[src/logic/qdrc_defs.svh]
`ifndef QDRC_DEFS_SVH
`define QDRC_DEFS_SVH

// width of one data beat on the d and q buses.
`define QDRC_DATA_WIDTH 18

// byte write lanes per beat, 9 bits each.
`define QDRC_BW_WIDTH 2

// word address width.
`define QDRC_ADDR_WIDTH 21

// word written to address 0 and read back during calibration.
`define QDRC_CAL_PATTERN 36'h5_a5a5_a5a5

// longest read return the phy will wait for, in cycles.
`define QDRC_CAL_MAX_LAT 15

// enough bits to count up to the maximum latency.
`define QDRC_LAT_WIDTH 4

`endif

[src/logic/qdrc_mem_pkg.sv]
`include "qdrc_defs.svh"

package qdrc_mem_pkg;

  typedef logic [`QDRC_DATA_WIDTH-1:0] qdr_beat_t; // one beat, rise or fall.
  typedef logic [`QDRC_BW_WIDTH-1:0]   qdr_bw_t;   // active low lane mask of one beat.
  typedef logic [`QDRC_ADDR_WIDTH-1:0] qdr_addr_t; // word address.

  // operation seen by the sram in one cycle.
  typedef enum logic [1:0] {
    op_nop,
    op_write,
    op_read
  } qdr_op_t;

  typedef enum logic [2:0] {
    cal_reset,
    cal_write,
    cal_read,
    cal_wait,
    cal_done,
    cal_error
  } cal_state_t;

endpackage

[src/logic/qdrc_usr_pkg.sv]
`include "qdrc_defs.svh"

package qdrc_usr_pkg;

  typedef logic [2*`QDRC_DATA_WIDTH-1:0] usr_word_t; // rise beat in the low half.
  typedef logic [2*`QDRC_BW_WIDTH-1:0]   usr_be_t;   // active high, one bit per 9 bits.

  typedef enum logic {
    cmd_write,
    cmd_read
  } usr_cmd_t;

endpackage

[src/logic/qdrc_wr.sv]
`timescale 1ns/1ns
`include "qdrc_defs.svh"

module qdrc_wr (
  input  logic                         clk0,
  input  logic                         reset,
  input  logic                         phy_rdy,
  input  logic                         usr_wr_strb,
  input  qdrc_mem_pkg::qdr_addr_t      usr_addr,
  input  qdrc_usr_pkg::usr_word_t      usr_wr_data,
  input  qdrc_usr_pkg::usr_be_t        usr_wr_be,
  output logic                         wr_strb,
  output qdrc_mem_pkg::qdr_addr_t      wr_addr,
  output qdrc_usr_pkg::usr_word_t      wr_data,
  output logic [2*`QDRC_BW_WIDTH-1:0]  wr_bw_n
);

  // this stage only ever carries qdrc_usr_pkg::cmd_write requests.
  logic accept;

  // writes before the phy is ready are dropped.
  assign accept = usr_wr_strb & phy_rdy;

  always_ff @(posedge clk0) begin
    if (reset) begin
      wr_strb <= 1'b0;
    end else begin
      wr_strb <= accept;
    end
  end

  // payload follows the strobe.
  always_ff @(posedge clk0) begin
    if (accept) begin
      wr_addr <= usr_addr;
      wr_data <= usr_wr_data;
      // low pair masks the rise beat, high pair the fall beat.
      wr_bw_n <= {~usr_wr_be[2*`QDRC_BW_WIDTH-1:`QDRC_BW_WIDTH],
                  ~usr_wr_be[`QDRC_BW_WIDTH-1:0]};
    end
  end

endmodule

[src/logic/qdrc_rd.sv]
`timescale 1ns/1ns

module qdrc_rd (
  input  logic                     clk0,
  input  logic                     reset,
  input  logic                     phy_rdy,
  input  logic                     usr_rd_strb,
  input  qdrc_mem_pkg::qdr_addr_t  usr_addr,
  output logic                     rd_strb,
  output qdrc_mem_pkg::qdr_addr_t  rd_addr,
  input  qdrc_usr_pkg::usr_word_t  rd_data,
  input  logic                     rd_dvld,
  output qdrc_usr_pkg::usr_word_t  usr_rd_data,
  output logic                     usr_rd_dvld
);

  // this stage only ever carries qdrc_usr_pkg::cmd_read requests.
  logic accept;

  assign accept = usr_rd_strb & phy_rdy;

  // ********************************************************************
  // request toward the phy
  // ********************************************************************

  always_ff @(posedge clk0) begin
    if (reset) begin
      rd_strb <= 1'b0;
    end else begin
      rd_strb <= accept; // one request per cycle, no back-pressure.
    end
  end

  always_ff @(posedge clk0) begin
    if (accept) rd_addr <= usr_addr;
  end

  // returned data, one cycle after the phy capture.
  always_ff @(posedge clk0) begin
    if (reset) begin
      usr_rd_dvld <= 1'b0;
    end else begin
      usr_rd_dvld <= rd_dvld;
    end
  end

  always_ff @(posedge clk0) begin
    if (rd_dvld) usr_rd_data <= rd_data;
  end

endmodule

[src/logic/qdrc_phy.sv]
`timescale 1ns/1ns
`include "qdrc_defs.svh"

module qdrc_phy (
  input  logic                         clk0,
  input  logic                         reset,
  input  logic                         wr_strb,
  input  qdrc_mem_pkg::qdr_addr_t      wr_addr,
  input  qdrc_usr_pkg::usr_word_t      wr_data,
  input  logic [2*`QDRC_BW_WIDTH-1:0]  wr_bw_n,
  input  logic                         rd_strb,
  input  qdrc_mem_pkg::qdr_addr_t      rd_addr,
  output qdrc_usr_pkg::usr_word_t      rd_data,
  output logic                         rd_dvld,
  output logic                         phy_rdy,
  output logic                         cal_fail,
  output qdrc_mem_pkg::qdr_beat_t      qdr_d_rise,
  output qdrc_mem_pkg::qdr_beat_t      qdr_d_fall,
  input  qdrc_mem_pkg::qdr_beat_t      qdr_q_rise,
  input  qdrc_mem_pkg::qdr_beat_t      qdr_q_fall,
  output qdrc_mem_pkg::qdr_addr_t      qdr_sa,
  output logic                         qdr_w_n,
  output logic                         qdr_r_n,
  output logic                         qdr_dll_off_n,
  output qdrc_mem_pkg::qdr_bw_t        qdr_bw_n_rise,
  output qdrc_mem_pkg::qdr_bw_t        qdr_bw_n_fall
);

  qdrc_mem_pkg::cal_state_t        cal_state;
  qdrc_mem_pkg::qdr_op_t           cal_op;
  logic [`QDRC_LAT_WIDTH-1:0]      lat_cnt;
  logic [`QDRC_LAT_WIDTH-1:0]      cal_lat;
  logic [`QDRC_CAL_MAX_LAT:0]      rd_pipe;   // bit i set i cycles after r_n low.
  logic                            cal_match;
  logic                            rd_issue;
  logic                            wr_issue;
  logic                            pend_vld;
  qdrc_mem_pkg::qdr_addr_t         pend_addr;
  qdrc_usr_pkg::usr_word_t         pend_data;
  logic [2*`QDRC_BW_WIDTH-1:0]     pend_bw_n;
  qdrc_mem_pkg::qdr_addr_t         rd_addr_sel;
  qdrc_mem_pkg::qdr_addr_t         wr_addr_sel;
  qdrc_usr_pkg::usr_word_t         wr_data_sel;
  logic [2*`QDRC_BW_WIDTH-1:0]     wr_bw_n_sel;

  assign phy_rdy   = (cal_state == qdrc_mem_pkg::cal_done);
  assign cal_fail  = (cal_state == qdrc_mem_pkg::cal_error);
  assign cal_match = ({qdr_q_fall, qdr_q_rise} == `QDRC_CAL_PATTERN);

  // ********************************************************************
  // calibration
  // ********************************************************************

  always_ff @(posedge clk0) begin
    if (reset) begin
      cal_state     <= qdrc_mem_pkg::cal_reset;
      lat_cnt       <= '0;
      cal_lat       <= '0;
      qdr_dll_off_n <= 1'b0;
    end else begin
      case (cal_state)
        qdrc_mem_pkg::cal_reset: begin
          qdr_dll_off_n <= 1'b1; // dll on as calibration starts.
          cal_state     <= qdrc_mem_pkg::cal_write;
        end
        qdrc_mem_pkg::cal_write: cal_state <= qdrc_mem_pkg::cal_read;
        qdrc_mem_pkg::cal_read: begin
          lat_cnt   <= '0; // count 0 is the cycle r_n is low.
          cal_state <= qdrc_mem_pkg::cal_wait;
        end
        qdrc_mem_pkg::cal_wait: begin
          if (cal_match) begin
            cal_lat   <= lat_cnt;
            cal_state <= qdrc_mem_pkg::cal_done;
          end else if (lat_cnt == `QDRC_LAT_WIDTH'(`QDRC_CAL_MAX_LAT)) begin
            cal_state <= qdrc_mem_pkg::cal_error;
          end else begin
            lat_cnt <= lat_cnt + 1'b1;
          end
        end
        default: ; // done and error hold until reset.
      endcase
    end
  end

  always_comb begin
    case (cal_state)
      qdrc_mem_pkg::cal_write: cal_op = qdrc_mem_pkg::op_write;
      qdrc_mem_pkg::cal_read:  cal_op = qdrc_mem_pkg::op_read;
      default:                 cal_op = qdrc_mem_pkg::op_nop;
    endcase
  end

  // ********************************************************************
  // command issue
  // ********************************************************************

  // a read always goes at once and pushes a same-cycle write back by one.
  assign rd_issue = phy_rdy ? rd_strb : (cal_op == qdrc_mem_pkg::op_read);
  assign wr_issue = phy_rdy ? ((pend_vld | wr_strb) & ~rd_strb)
                            : (cal_op == qdrc_mem_pkg::op_write);

  always_comb begin
    rd_addr_sel = phy_rdy ? rd_addr : '0;
    if (!phy_rdy) begin
      wr_addr_sel = '0; // pattern goes to address 0, all lanes.
      wr_data_sel = `QDRC_CAL_PATTERN;
      wr_bw_n_sel = '0;
    end else if (pend_vld) begin
      wr_addr_sel = pend_addr;
      wr_data_sel = pend_data;
      wr_bw_n_sel = pend_bw_n;
    end else begin
      wr_addr_sel = wr_addr;
      wr_data_sel = wr_data;
      wr_bw_n_sel = wr_bw_n;
    end
  end

  always_ff @(posedge clk0) begin
    if (reset) begin
      pend_vld <= 1'b0;
    end else if (phy_rdy) begin
      pend_vld <= rd_strb ? (pend_vld | wr_strb) : (pend_vld & wr_strb);
    end
  end

  always_ff @(posedge clk0) begin
    if (wr_strb && (rd_strb ? !pend_vld : pend_vld)) begin
      pend_addr <= wr_addr;
      pend_data <= wr_data;
      pend_bw_n <= wr_bw_n;
    end
  end

  always_ff @(posedge clk0) begin
    if (reset) begin
      qdr_w_n <= 1'b1;
      qdr_r_n <= 1'b1;
    end else begin
      qdr_w_n <= ~wr_issue;
      qdr_r_n <= ~rd_issue;
    end
  end

  always_ff @(posedge clk0) begin
    qdr_sa        <= rd_issue ? rd_addr_sel : wr_addr_sel;
    qdr_d_rise    <= wr_data_sel[`QDRC_DATA_WIDTH-1:0];
    qdr_d_fall    <= wr_data_sel[2*`QDRC_DATA_WIDTH-1:`QDRC_DATA_WIDTH];
    qdr_bw_n_rise <= wr_bw_n_sel[`QDRC_BW_WIDTH-1:0];
    qdr_bw_n_fall <= wr_bw_n_sel[2*`QDRC_BW_WIDTH-1:`QDRC_BW_WIDTH];
  end

  // ********************************************************************
  // read capture
  // ********************************************************************

  always_ff @(posedge clk0) begin
    if (reset) begin
      rd_pipe <= '0;
      rd_dvld <= 1'b0;
    end else begin
      rd_pipe <= {rd_pipe[`QDRC_CAL_MAX_LAT-1:0], rd_issue};
      rd_dvld <= phy_rdy & rd_pipe[cal_lat]; // the calibration read is not returned.
    end
  end

  always_ff @(posedge clk0) begin
    if (rd_pipe[cal_lat]) rd_data <= {qdr_q_fall, qdr_q_rise};
  end

endmodule

[src/logic/qdrc_top.sv]
`timescale 1ns/1ns
`include "qdrc_defs.svh"

module qdrc_top (
  input  logic                     clk0,
  input  logic                     reset,
  output qdrc_mem_pkg::qdr_beat_t  qdr_d_rise,
  output qdrc_mem_pkg::qdr_beat_t  qdr_d_fall,
  input  qdrc_mem_pkg::qdr_beat_t  qdr_q_rise,
  input  qdrc_mem_pkg::qdr_beat_t  qdr_q_fall,
  output qdrc_mem_pkg::qdr_addr_t  qdr_sa,
  output logic                     qdr_w_n,
  output logic                     qdr_r_n,
  output logic                     qdr_dll_off_n,
  output qdrc_mem_pkg::qdr_bw_t    qdr_bw_n_rise,
  output qdrc_mem_pkg::qdr_bw_t    qdr_bw_n_fall,
  output logic                     phy_rdy,
  output logic                     cal_fail,
  input  logic                     usr_rd_strb,
  input  logic                     usr_wr_strb,
  input  qdrc_mem_pkg::qdr_addr_t  usr_addr,
  output qdrc_usr_pkg::usr_word_t  usr_rd_data,
  output logic                     usr_rd_dvld,
  input  qdrc_usr_pkg::usr_word_t  usr_wr_data,
  input  qdrc_usr_pkg::usr_be_t    usr_wr_be
);

  logic                         reset_retimed;
  logic                         wr_strb;
  qdrc_mem_pkg::qdr_addr_t      wr_addr;
  qdrc_usr_pkg::usr_word_t      wr_data;
  logic [2*`QDRC_BW_WIDTH-1:0]  wr_bw_n;
  logic                         rd_strb;
  qdrc_mem_pkg::qdr_addr_t      rd_addr;
  qdrc_usr_pkg::usr_word_t      rd_data;
  logic                         rd_dvld;

  // ********************************************************************
  // reset retiming
  // ********************************************************************

  always_ff @(posedge clk0) begin
    reset_retimed <= reset; // whole controller sees reset one cycle late.
  end

  qdrc_phy qdrc_phy_inst (
    .clk0          (clk0),
    .reset         (reset_retimed),
    .wr_strb       (wr_strb),
    .wr_addr       (wr_addr),
    .wr_data       (wr_data),
    .wr_bw_n       (wr_bw_n),
    .rd_strb       (rd_strb),
    .rd_addr       (rd_addr),
    .rd_data       (rd_data),
    .rd_dvld       (rd_dvld),
    .phy_rdy       (phy_rdy),
    .cal_fail      (cal_fail),
    .qdr_d_rise    (qdr_d_rise),
    .qdr_d_fall    (qdr_d_fall),
    .qdr_q_rise    (qdr_q_rise),
    .qdr_q_fall    (qdr_q_fall),
    .qdr_sa        (qdr_sa),
    .qdr_w_n       (qdr_w_n),
    .qdr_r_n       (qdr_r_n),
    .qdr_dll_off_n (qdr_dll_off_n),
    .qdr_bw_n_rise (qdr_bw_n_rise),
    .qdr_bw_n_fall (qdr_bw_n_fall)
  );

  // both user stages share the one user address.
  qdrc_wr qdrc_wr_inst (
    .clk0        (clk0),
    .reset       (reset_retimed),
    .phy_rdy     (phy_rdy),
    .usr_wr_strb (usr_wr_strb),
    .usr_addr    (usr_addr),
    .usr_wr_data (usr_wr_data),
    .usr_wr_be   (usr_wr_be),
    .wr_strb     (wr_strb),
    .wr_addr     (wr_addr),
    .wr_data     (wr_data),
    .wr_bw_n     (wr_bw_n)
  );

  qdrc_rd qdrc_rd_inst (
    .clk0        (clk0),
    .reset       (reset_retimed),
    .phy_rdy     (phy_rdy),
    .usr_rd_strb (usr_rd_strb),
    .usr_addr    (usr_addr),
    .rd_strb     (rd_strb),
    .rd_addr     (rd_addr),
    .rd_data     (rd_data),
    .rd_dvld     (rd_dvld),
    .usr_rd_data (usr_rd_data),
    .usr_rd_dvld (usr_rd_dvld)
  );

endmodule

[config.mk]
export PLATFORM = sky130hd
export DESIGN_NAME = qdrc_top
export DESIGN_NICKNAME = d
export VERILOG_FILES = /design/src/logic/qdrc_mem_pkg.sv /design/src/logic/qdrc_usr_pkg.sv /design/src/logic/qdrc_wr.sv /design/src/logic/qdrc_rd.sv /design/src/logic/qdrc_phy.sv /design/src/logic/qdrc_top.sv
export VERILOG_INCLUDE_DIRS = /design/src /design/src/logic
export SDC_FILE = /design/constraint.sdc
export NUM_CORES = 1
export LEC_CHECK = 0
export ABC_AREA = 1
export BUFFER_PORTS_ARGS = -buffer_cell sky130_fd_sc_hd__buf_4
export CAP_MARGIN = 30
export CORE_MARGIN = 1.5
export CORE_UTILIZATION = 31
export CTS_CLUSTER_DIAMETER = 40
export DETAILED_ROUTE_END_ITERATION = 6
export PLACE_DENSITY_LB_ADDON = 0.2
export SLEW_MARGIN = 20
export SYNTH_ARGS = -nofsm -noshare
export SYNTH_HDL_FRONTEND = slang
export SYNTH_SLANG_ARGS = --single-unit
[constraint.sdc]
create_clock -name clk0 -period 5.4 [get_ports clk0]
set_input_delay 0.27 -clock clk0 [delete_from_list [all_inputs] [get_ports clk0]]
set_output_delay 0.27 -clock clk0 [all_outputs]
set_load 0.03 [all_outputs]
## Word-level counts from Yosys, hierarchy flattened

Cells that the tools add are included.

| storage, ports and cells | value |
|---|---|
| bits in registers | 312 |
| input bits | 101 |
| output and inout port bits | 103 |

| cells by class | value |
|---|---|
| $add $sub $neg | 1 |
| order comparisons | 1 |
| equal/unequal tests | 12 |
| muxes and demuxes | 19 |
| bitwise logic cells | 11 |
| reduce and logical (&&, ||, !) cells | 8 |

Operators with widths:

| operator | count |
|---|---|
| 2-to-1 mux 21 bit | 4 |
| equality test 36 x 35 -> 1 bit, second input constant | 1 |
| 2-to-1 mux 36 bit | 1 |
| 2-to-1 mux 4 bit | 3 |
| case mux 3 bit (4 select lines) | 1 |
| case mux 4 bit (2 select lines) | 1 |
| equality test 3 x 2 -> 1 bit, second input constant | 2 |
| equality test 3 bit, second input constant | 2 |
| 2-to-1 mux 3 bit | 2 |
| AND 1 bit | 5 |
| < comparator 4 x 5 -> 1 bit, second input constant | 1 |
| 2-to-1 mux 1 bit | 5 |
| adder 4 x 1 -> 4 bit, second input constant | 1 |
| binary-select mux 1 bit (select 4 bit) | 1 |
| equality test 4 bit, second input constant | 1 |
| != test 2 bit, second input constant | 2 |
| inverter 2 bit | 2 |
| case mux 2 bit (2 select lines) | 1 |
| AND reduction 2 bit | 2 |
| nonzero test 4 bit | 1 |
| equality test 3 x 1 -> 1 bit, second input constant | 1 |
| logical NOT 3 bit | 1 |
| != test 3 x 1 -> 1 bit, second input constant | 1 |
| inverter 1 bit | 3 |
| 7 further kinds | 7 |

## Logic depth before layout (Yosys ltp)

Gate-level depths: netlist of run 1.

| logic depth | value |
|---|---|
| depth after elaboration | 5 |
| depth in mapped cells | 11 |
| gate-level depth less buffers | 11 |

## By module

Synthesis of run 1 repeated with hierarchy kept, for this count alone.

| unflattened totals | value |
|---|---|
| cell total of the unflattened synthesis | 781 |
| area total of the unflattened synthesis | 10,433.8 sq um |

By module, submodules not included:

| module | instances | cells each | area an instance (sq um) | seq. area each (sq um) |
|---|---|---|---|---|
| qdrc_phy | 1 | 647 | 6,760.2 | 4,774.6 |
| qdrc_wr | 1 | 69 | 1,880.6 | 1,851.8 |
| qdrc_rd | 1 | 64 | 1,773.0 | 1,751.7 |
| qdrc_top | 1 | 1 | 20.0 | 20.0 |

## Worst setup path after synthesis of run 1

Ideal clock, no wire load.

| timing | value |
|---|---|
| kind | flip-flop to flip-flop |
| start point | register qdrc_phy_inst.pend_vld |
| end point | register qdrc_phy_inst.pend_addr[0] (enable) |
| setup time | 0.500 ns |
| data arrival time | 3.608 ns |
| required time | 4.900 ns |
| path slack | 1.292 ns |
| cell stages (with the launch flop) | 4 |
| buffers on the path | 2 |
| period minus slack after synthesis | 4.108 ns |
| cells stage by stage | dfxtp_1 buf_2 buf_1 a21oi_1 |

| on the way | value |
|---|---|
| cells in the longest elaborated chain, start to end | 3 |

RTL lines:

| what | line | text |
|---|---|---|
| start, declared | qdrc_phy.sv:37 | `logic pend_vld;` |
| start signal, assigned | qdrc_phy.sv:124 | `pend_vld <= rd_strb ? (pend_vld \| wr_strb) : (pend_vld & wr_strb);` |
| logical NOT 1 bit | qdrc_phy.sv:129 | `if (wr_strb && (rd_strb ? !pend_vld : pend_vld)) begin` |
| 2-to-1 mux 1 bit * | qdrc_phy.sv:129 |  |
| logical AND 1 bit * | qdrc_phy.sv:129 |  |
| end signal, assigned | qdrc_phy.sv:130 | `pend_addr <= wr_addr;` |
| end, declared | qdrc_phy.sv:38 | `qdrc_mem_pkg::qdr_addr_t pend_addr;` |

Every way passes the cells marked *; elsewhere a longest branch is shown, timed or not.
A chain may end at the register's enable or synchronous reset.

## Worst setup path in the final report of run 1

| timing | value |
|---|---|
| start point | register qdrc_phy_inst.cal_state[0] |
| end point | output port phy_rdy |

| on the way | value |
|---|---|
| cells in the longest elaborated chain, start to end | 1 |

RTL lines:

| what | line | text |
|---|---|---|
| start, declared | qdrc_phy.sv:29 | `qdrc_mem_pkg::cal_state_t cal_state;` |
| start signal, assigned | qdrc_phy.sv:56 | `cal_state <= qdrc_mem_pkg::cal_reset;` |
| start signal, assigned | qdrc_phy.sv:64 | `cal_state <= qdrc_mem_pkg::cal_write;` |
| start signal, assigned | qdrc_phy.sv:66 | `qdrc_mem_pkg::cal_write: cal_state <= qdrc_mem_pkg::cal_read;` |
| equality test 3 bit | qdrc_phy.sv:46 | `assign phy_rdy = (cal_state == qdrc_mem_pkg::cal_done);` |
| end, declared | qdrc_top.sv:17 | `output logic phy_rdy,` |

Every way passes these cells.

==> impl.org, run 1 <==
** Run status
- The flow ran to the end, and the final reports show no timing, DRC or antenna violations.

** Placement
- Placement-stage cell area :: 12400 um2
- Gp weighted congestion :: 0.757
- Port buffering added 203 buffers.
- Summed over all nets, the half-perimeter wirelength after detailed placement is 14.1 mm.

** Floorplan
- Die area :: 34600 um2
- Height of the die :: 186 um
- For this configuration, the core starts out at a cell density of 0.317.
- The initialized floorplan defines 66 standard-cell rows.
- Num ports :: 204
- Core region area :: 32700 um2
- Die W :: 186 um

** Clock network
- Cell chosen for the clock root :: sky130_fd_sc_hd__clkbuf_16
- TritonCTS clock tree :: built
- CTS H-tree lvls :: 2
- The clock passes through at most 3 buffers.
- The later pin in the worst-skew pair is clocked with a latency of 520 ps.
- Clock buffers created by TritonCTS :: 41
- Clock-pin slew was measured on the worst setup and hold paths at 50 ps.
- CTS saw 312 sinks.
- Number of resized instances in the post-cts repair step :: 0

** Synthesis
- Async S/R FF share, synth :: 0
- Ranked by instance count, the synthesized netlist is headed by sky130_fd_sc_hd__edfxtp_1, sky130_fd_sc_hd__nand2_1, sky130_fd_sc_hd__dfxtp_1, sky130_fd_sc_hd__nor2_1, sky130_fd_sc_hd__inv_1.
- Number of enable-type register cells in the synthesized netlist :: 215
- Register area share after synthesis :: 0.810
- Of the post-synthesis cell area, the dominant cell type holds 0.623.
- In the synthesized netlist, the number of instances is 761.
- Flop and latch count out of synthesis :: 312
- Ys Warns :: 0
- Counting every net in the synthesized netlist gives 863.
- Library cell with the largest summed area after synthesis :: sky130_fd_sc_hd__edfxtp_1
- Top cells by area in the synthesized netlist :: sky130_fd_sc_hd__edfxtp_1, sky130_fd_sc_hd__dfxtp_1, sky130_fd_sc_hd__nand2_1
- Count of different cell masters after synthesis :: 27
- Average size of a mapped cell :: 13.6 um2
- Ys flop type :: sky130_fd_sc_hd__edfxtp_1
- Top-count cell post-synth :: sky130_fd_sc_hd__edfxtp_1
- Summing every instance area after synthesis gives 10400 um2.

** Layout
- Area Overhead vs Synth :: 43.4%
- Summing all non-filler instances in the final layout gives an area of 14900 um2.
- For this run, the post-layout net count is 1189.
- Proportion of layout cells with a drive suffix above 1 :: 0.264
- Antenna diode count :: 0

** Setup path
- Class of the most critical setup path :: flip-flop to output pin
- Required time worst endpoint :: 5130 ps
- In this run the worst path has a maximum fanout of 43.
- STA classifies the critical path startpoint as a flip-flop.
- Kind of capture point of the worst setup path :: output pin
- Arrival time worst endpoint :: 2250 ps
- In this run the critical register-to-register path is launched from qdrc_phy_inst.pend_vld$_SDFFE_PP0P_.
- Cells along the critical path :: nor2_1, nand2_1, buf_4, inv_2, buf_4
- Worst path slowest cell :: sky130_fd_sc_hd__inv_2
- Delay contributed by the slowest stage of the critical path :: 620 ps
- Crit. Startpoint :: qdrc_phy_inst.cal_state[0]$_SDFFE_PP0P_
- Cell occurring most often along the worst timing path :: sky130_fd_sc_hd__buf_4

** GRT
- Number of antenna violations at the first check in global routing :: 0
- Global-route wire length before repair :: 35.3 mm
- Total global routing track utilization :: 0.133
- Vias in the first global route :: 6702
- Entering global routing, the biggest net connects 66 pins.
- After global routing the overflow that remains totals 0.

** Route
- DR WL/cell :: 14.7 um
- Residual DRC count :: 0
- Dividing the detail-routed via count by the number of cells gives 4.21.
- The first routing iteration left 332 violations.
- For this run, the detailed router's first-pass iteration total came to 4.
- The detailed router placed 6570 vias in this run.
- Remaining antenna violation count :: 0
- Wires add up to 23.0 mm.

** Hold path
- The path class of the tightest hold or removal check is input pin to flip-flop.
- The worst hold path begins at usr_wr_be[2].

** Power and ir drop
- In this run the static leakage power is 5.64 nW.
- Power density over the cells :: 385 nW/um2
- Across the VDD grid, the largest voltage drop is 0.277 mV.

** Timing
- RSZ-0062 raised after global routing :: false
- Min Hold Slack :: 39.3 ps
- Clock tree skew after final layout :: 13.5 ps
- The worst pin sits at a relative slew slack of 0.415.
- The final count of pins violating max slew was 0.
- Based on the critical path, the design can be clocked at up to 397 MHz.
- For the pin with the worst max-slew slack, the measured transition is 877 ps.
- The total count of hold-check failures in the final report is 0.
- Final period util :: 0.467
- Total setup violations reported at the end of the flow :: 0
- Final Critical Period :: 2520 ps
- Summed over all failing endpoints, the final setup total negative slack is 0 ps.

** Job
- Max-cap violations in this run came to 0.
[registers in the layout, indices dropped and copies added (netlist names), 2 cells and up]
register and cells:
qdrc_phy_inst.cal_state 3, qdrc_phy_inst.cal_lat 4, qdrc_phy_inst.rd_pipe 16, qdrc_rd_inst.usr_rd_data 36, qdrc_phy_inst.qdr_d_fall 18, qdrc_wr_inst.wr_bw_n 4, qdrc_phy_inst.lat_cnt 4, qdrc_phy_inst.pend_data 36
qdrc_rd_inst.rd_addr 21, qdrc_wr_inst.wr_addr 21, qdrc_wr_inst.wr_data 36, qdrc_phy_inst.qdr_sa 21, qdrc_phy_inst.qdr_bw_n_fall 2, qdrc_phy_inst.pend_addr 21, qdrc_phy_inst.rd_data 36, qdrc_phy_inst.qdr_d_rise 18
qdrc_phy_inst.pend_bw_n 4, qdrc_phy_inst.qdr_bw_n_rise 2
[through the flow]
stage / setup WS (ps) / total power [mW] / util / std cells
finish: 2880 / 5.72 / 0.455 / 1561
global route: 2720 / 5.94 / 0.455 / 1561
CTS: 2800 / 5.79 / 0.454 / 1560
detailed placement: 2820 / 2.97 / 0.380 / 1386
global placement: 2880 / 2.96 / 0.379 / 1385
floorplan: 1290 / 2.82 / - / 761
[metal layers]
metal / part of all wire / vias to the layer above / track usage
met4: 0.024 / 0 / 0.0487
met1: 0.44 / 3015 / 0.169
met5: 0 / - / 0
li1: - / 3294 / -
met2: 0.46 / 216 / 0.214
met3: 0.073 / 45 / 0.0372
[critical path: cells and delay by family, from the launching register on]
| kind | cells | cell delay [ps] |
|---|---|---|
| AND/OR/NAND/NOR | 2 | 230 |
| buffers and inverters | 3 | 1140 |
| flip-flops | 1 | 350 |
[cells in the final DEF, fill, tap and decap left out, types with 3 or more instances in the layout]
cell                            instances
sky130_fd_sc_hd__clkinvlp_4             4
sky130_fd_sc_hd__bufinv_16              5
sky130_fd_sc_hd__clkinv_2               5
sky130_fd_sc_hd__nand3_1               30
sky130_fd_sc_hd__nand2_1              172
sky130_fd_sc_hd__dfxtp_1               95
sky130_fd_sc_hd__inv_2                  5
sky130_fd_sc_hd__clkbuf_1               6
sky130_fd_sc_hd__clkbuf_8               4
sky130_fd_sc_hd__buf_4                210
sky130_fd_sc_hd__inv_1                 47
sky130_fd_sc_hd__clkbuf_16             42
sky130_fd_sc_hd__clkinv_4               3
sky130_fd_sc_hd__o21ai_0               29
sky130_fd_sc_hd__dlygate4sd3_1         99
sky130_fd_sc_hd__edfxtp_1             215
sky130_fd_sc_hd__nor3_1                11
sky130_fd_sc_hd__nand4_1                3
sky130_fd_sc_hd__o21ai_1                4
sky130_fd_sc_hd__a21oi_1               37
sky130_fd_sc_hd__o211ai_1               4
sky130_fd_sc_hd__a31oi_1               20
sky130_fd_sc_hd__nor2_1                46
[final cells by class]
cell class | instances | area (um2)
clock buffers | 52 | 1130
clock inverters | 23 | 284
fillers | 2999 | 17800
inverters | 52 | 195
multi-input cells | 369 | 1680
flip-flops and latches | 312 | 8400
well taps | 442 | 553
repair buffers | 311 | 2620
[cell families after synthesis]
kind of cell	Yosys count	synth area share
DFF	312	0.810
xor gates and xnor gates	2	0.00169
buffers and inverters	80	0.0299
AOI/OAI and AO/OA	96	0.0513
and+or+nand+nor	270	0.106
adders and majority gates	1	0.00121
[what timing repair did]
| action | 4_1_cts | 5_1_grt |
|---|---|---|
| hold endpoints to repair | 120 | 0 |
| setup buffers | 0 | 0 |
| hold buffers | 99 | 0 |
[report_power, final]
group          internal (mW)  leakage [nW]  switching, mW  total, mW
clock network           1.73         0.682           1.01       2.74
registers               2.62          2.72         0.0279       2.65
logic                  0.151          2.24          0.172      0.323
total                   4.51          5.64           1.21       5.72
[final timing paths]
path / slack, ps / depth (start not counted) / to
max: 2880 / 5 / phy_rdy
min: 40 / 2 / qdrc_wr_inst.wr_bw_n[2]$_DFFE_PP_
max reg2reg: 3160 / 3 / qdrc_phy_inst.pend_data[23]$_DFFE_PP_
min reg2reg: 410 / 0 / qdrc_rd_inst.usr_rd_data[21]$_DFFE_PP_
Power figures use the tool's default switching activity.
==> run 2: changes to the inputs <==
==> constraint.sdc (replaced) <==
create_clock -name clk0 -period 2.18 [get_ports clk0]
set_input_delay 0.109 -clock clk0 [delete_from_list [all_inputs] [get_ports clk0]]
set_output_delay 0.109 -clock clk0 [all_outputs]
set_load 0.03 [all_outputs]
==> impl.org, run 2 (synthesis gave the netlist of run 1 again) <==
** Clock network
- CTS clk-pin slew, worst paths :: 50 ps (about the same)
- Number of buffers added for setup after CTS :: 0 (unchanged)
- CTS H-tree lvls :: 2 (unchanged)
- TritonCTS clock tree :: built
- Cell chosen for the clock root :: sky130_fd_sc_hd__clkbuf_16
- The number of buffers created by CTS was 43 (+4.9%).
- The CTS sink count came to 312 (unchanged).
- Maximum count of clock buffers along a single path :: 3 (unchanged)
- Latest clock arrival within the worst-skew pair :: 530 ps (about the same)

** Layout
- Area Overhead vs Synth :: 43.7%
- Proportion of layout cells with a drive suffix above 1 :: 0.268 (+0.00451)
- The library cell used most frequently in the layout, excluding fill and tap cells, is sky130_fd_sc_hd__edfxtp_1.
- Most frequent cells in the layout :: sky130_fd_sc_hd__edfxtp_1, sky130_fd_sc_hd__buf_4, sky130_fd_sc_hd__nand2_1, sky130_fd_sc_hd__dlygate4sd3_1, sky130_fd_sc_hd__dfxtp_1
- The core utilization of the finished layout came to 0.456 (+0.00115).
- Net count reported at finish :: 1199 (+0.84%)

** Floorplan
- The core box area came to 32700 um2 (unchanged).
- Initial standard-cell utilization of the core :: 0.317 (unchanged)
- The die span in x was 186 um (unchanged).
- The die height was 186 um (unchanged).
- The number of top-level pins came to 204 (unchanged).
- Std cell rows :: 66 (unchanged)
- The total die area came to 34600 um2 (unchanged).

** Power and ir drop
- The static leakage power is 5.67 nW (+0.46%).
- Power density over the cells :: 932 nW/um2 (+140%)
- Max rail drop VDD :: 0.610 mV (+120%)

** Timing
- The setup TNS after final layout came to 0 ps (unchanged).
- Final Max Tran Viols :: 0 (unchanged)
- Clock tree skew after final layout :: 29.2 ps (+15.7 ps)
- The worst max-slew margin expressed relative to the limit was 0.585 (+0.170).
- Transition at the pin with the smallest max-transition slack :: 623 ps (-254 ps)
- Setup repair after global routing left no endpoint under its margin.
- Final period util :: 0.909
- Final Hold Violating Endpoints :: 0 (unchanged)
- Static timing analysis puts the maximum clock frequency at 504 MHz.
- The worst path in the final design needs a cycle of 1980 ps, including I/O delays and setup.
- Total setup violations reported at the end of the flow :: 0 (unchanged)

** Run status
- The flow ran to the end, and the final reports show no timing, DRC or antenna violations.

** Setup path
- Required time worst endpoint :: 2070 ps (-3060 ps)
- Kind of capture point of the worst setup path :: output pin
- In this run the critical register-to-register path is launched from qdrc_phy_inst.cal_lat[0]$_SDFFE_PP0P_.
- In this run the worst setup path begins at qdrc_phy_inst.cal_state[0]$_SDFFE_PP0P_.
- Class of the most critical setup path :: flip-flop to output pin
- The worst setup path is launched from a flip-flop.
- Arrival time worst endpoint :: 1870 ps (-380 ps)
- Maximum fanout count along the critical path :: 27 (-37%)

** Job
- Max-cap check violation count :: 0 (unchanged)

** Route
- The total length of routed wires is 22.6 mm (-1.8%).
- Remaining antenna violation count :: 0 (unchanged)
- The detailed-route DRC error count came to 0 (unchanged).
- The total vias in the final route is 6589 (+0.29%).
- The via density per instance was 4.19 (-0.48%).
- The number of optimization iterations in the first detailed-route pass came to 6 (+2).
- The average wire per cell in the routed design came to 14.3 um (-2.5%).
- First DRT Iteration DRCs :: 271 (-18%)

** GRT
- Vias in the first global route :: 6674 (-0.42%)
- The maximum number of pins on one net before global-route repair was 62 (-6.1%).
- The wire length of the first global-routing pass was 34.9 mm (-1.1%).
- The overall global routing resource usage is 0.131 (-0.00192).
- Total overflow reported by the global router :: 0 (unchanged)
- Number of antenna violations at the first check in global routing :: 1 (+1)

** Placement
- Gp weighted congestion :: 0.725 (-4.2%)
- The post-detailed-placement half-perimeter wirelength came to 13.8 mm (-2.2%).
- Number of buffers added on ports :: 203 (unchanged)

** Hold path
- In this run the most critical hold path is launched from reset.
- Hold crit path type :: input pin to flip-flop
[run 2: cell count changes in the layout (fill, tap and decap cells not counted), sizes merged]
cell and change:
bufinv -3, clkbuf -4, clkinvlp -1, diode +1
inv +7, clkinv +4, dlygate4sd3 +1, buf +7
[run 2: layer usage]
metal  vias to the layer above  GRT usage  wire length, um
li1                       3324          -                -
met1                      3031      0.153             9580
met2                       188      0.226            10800
met3                        46     0.0419             1680
met4                         0     0.0423              516
met5                         -          0                0
[run 2: metrics by stage]
step           instances  power (mW)  hold WS [ps]  area, um2  setup WS (ps)
2_1_floorplan        761        6.99           137      10400           3.62
3_3_place_gp        1394        7.35           215      12500            506
3_5_place_dp        1394        7.36           216      12500            499
4_1_cts             1572        14.1           273      14900           52.6
5_1_grt             1573        14.4           279      14900           67.5
6_report            1573        13.9           287      14900            198
[run 2: final timing paths]
kind	endpoint	slack, ps	depth (start not counted)
hold reg to reg	qdrc_rd_inst.usr_rd_data[28]$_DFFE_PP_	400	0
setup reg to reg	qdrc_phy_inst.rd_data[27]$_DFFE_PP_	500	5
hold / removal	reset_retimed$_DFF_P_	290	2
setup / recovery	phy_rdy	200	5
[run 2: power breakdown]
group	switching, mW	leakage, nW	total (mW)	internal (mW)
logic	0.434	2.28	0.820	0.386
registers	0.0601	2.72	6.55	6.49
clock network	2.58	0.666	6.51	3.93
total	3.07	5.67	13.9	10.8
[run 2: critical path, stage by stage (launching register included)]
cell and delay, ps:
sky130_fd_sc_hd__dfxtp_1 350, sky130_fd_sc_hd__nor2_1 160, sky130_fd_sc_hd__nand2_1 210, sky130_fd_sc_hd__inv_2 150
sky130_fd_sc_hd__buf_6 250, sky130_fd_sc_hd__buf_4 210
[run 2: final cells by class]
| class | count | area (um2) |
|---|---|---|
| Clock buffer | 48 | 1090 |
| Fill cell | 3012 | 17800 |
| Sequential cell | 312 | 8400 |
| Inverter | 52 | 195 |
| Multi-Input combinational cell | 369 | 1680 |
| Clock inverter | 30 | 265 |
| Tap cell | 442 | 553 |
| Antenna cell | 1 | 2.50 |
| Timing Repair Buffer | 319 | 2710 |
[run 2: what timing repair did]
item | 4_1_cts | 5_1_grt
hold endpoints to repair | 121 | 0
setup endpoints to repair | 0 | 1
gates resized for setup | 0 | 1
hold buffers | 100 | 0
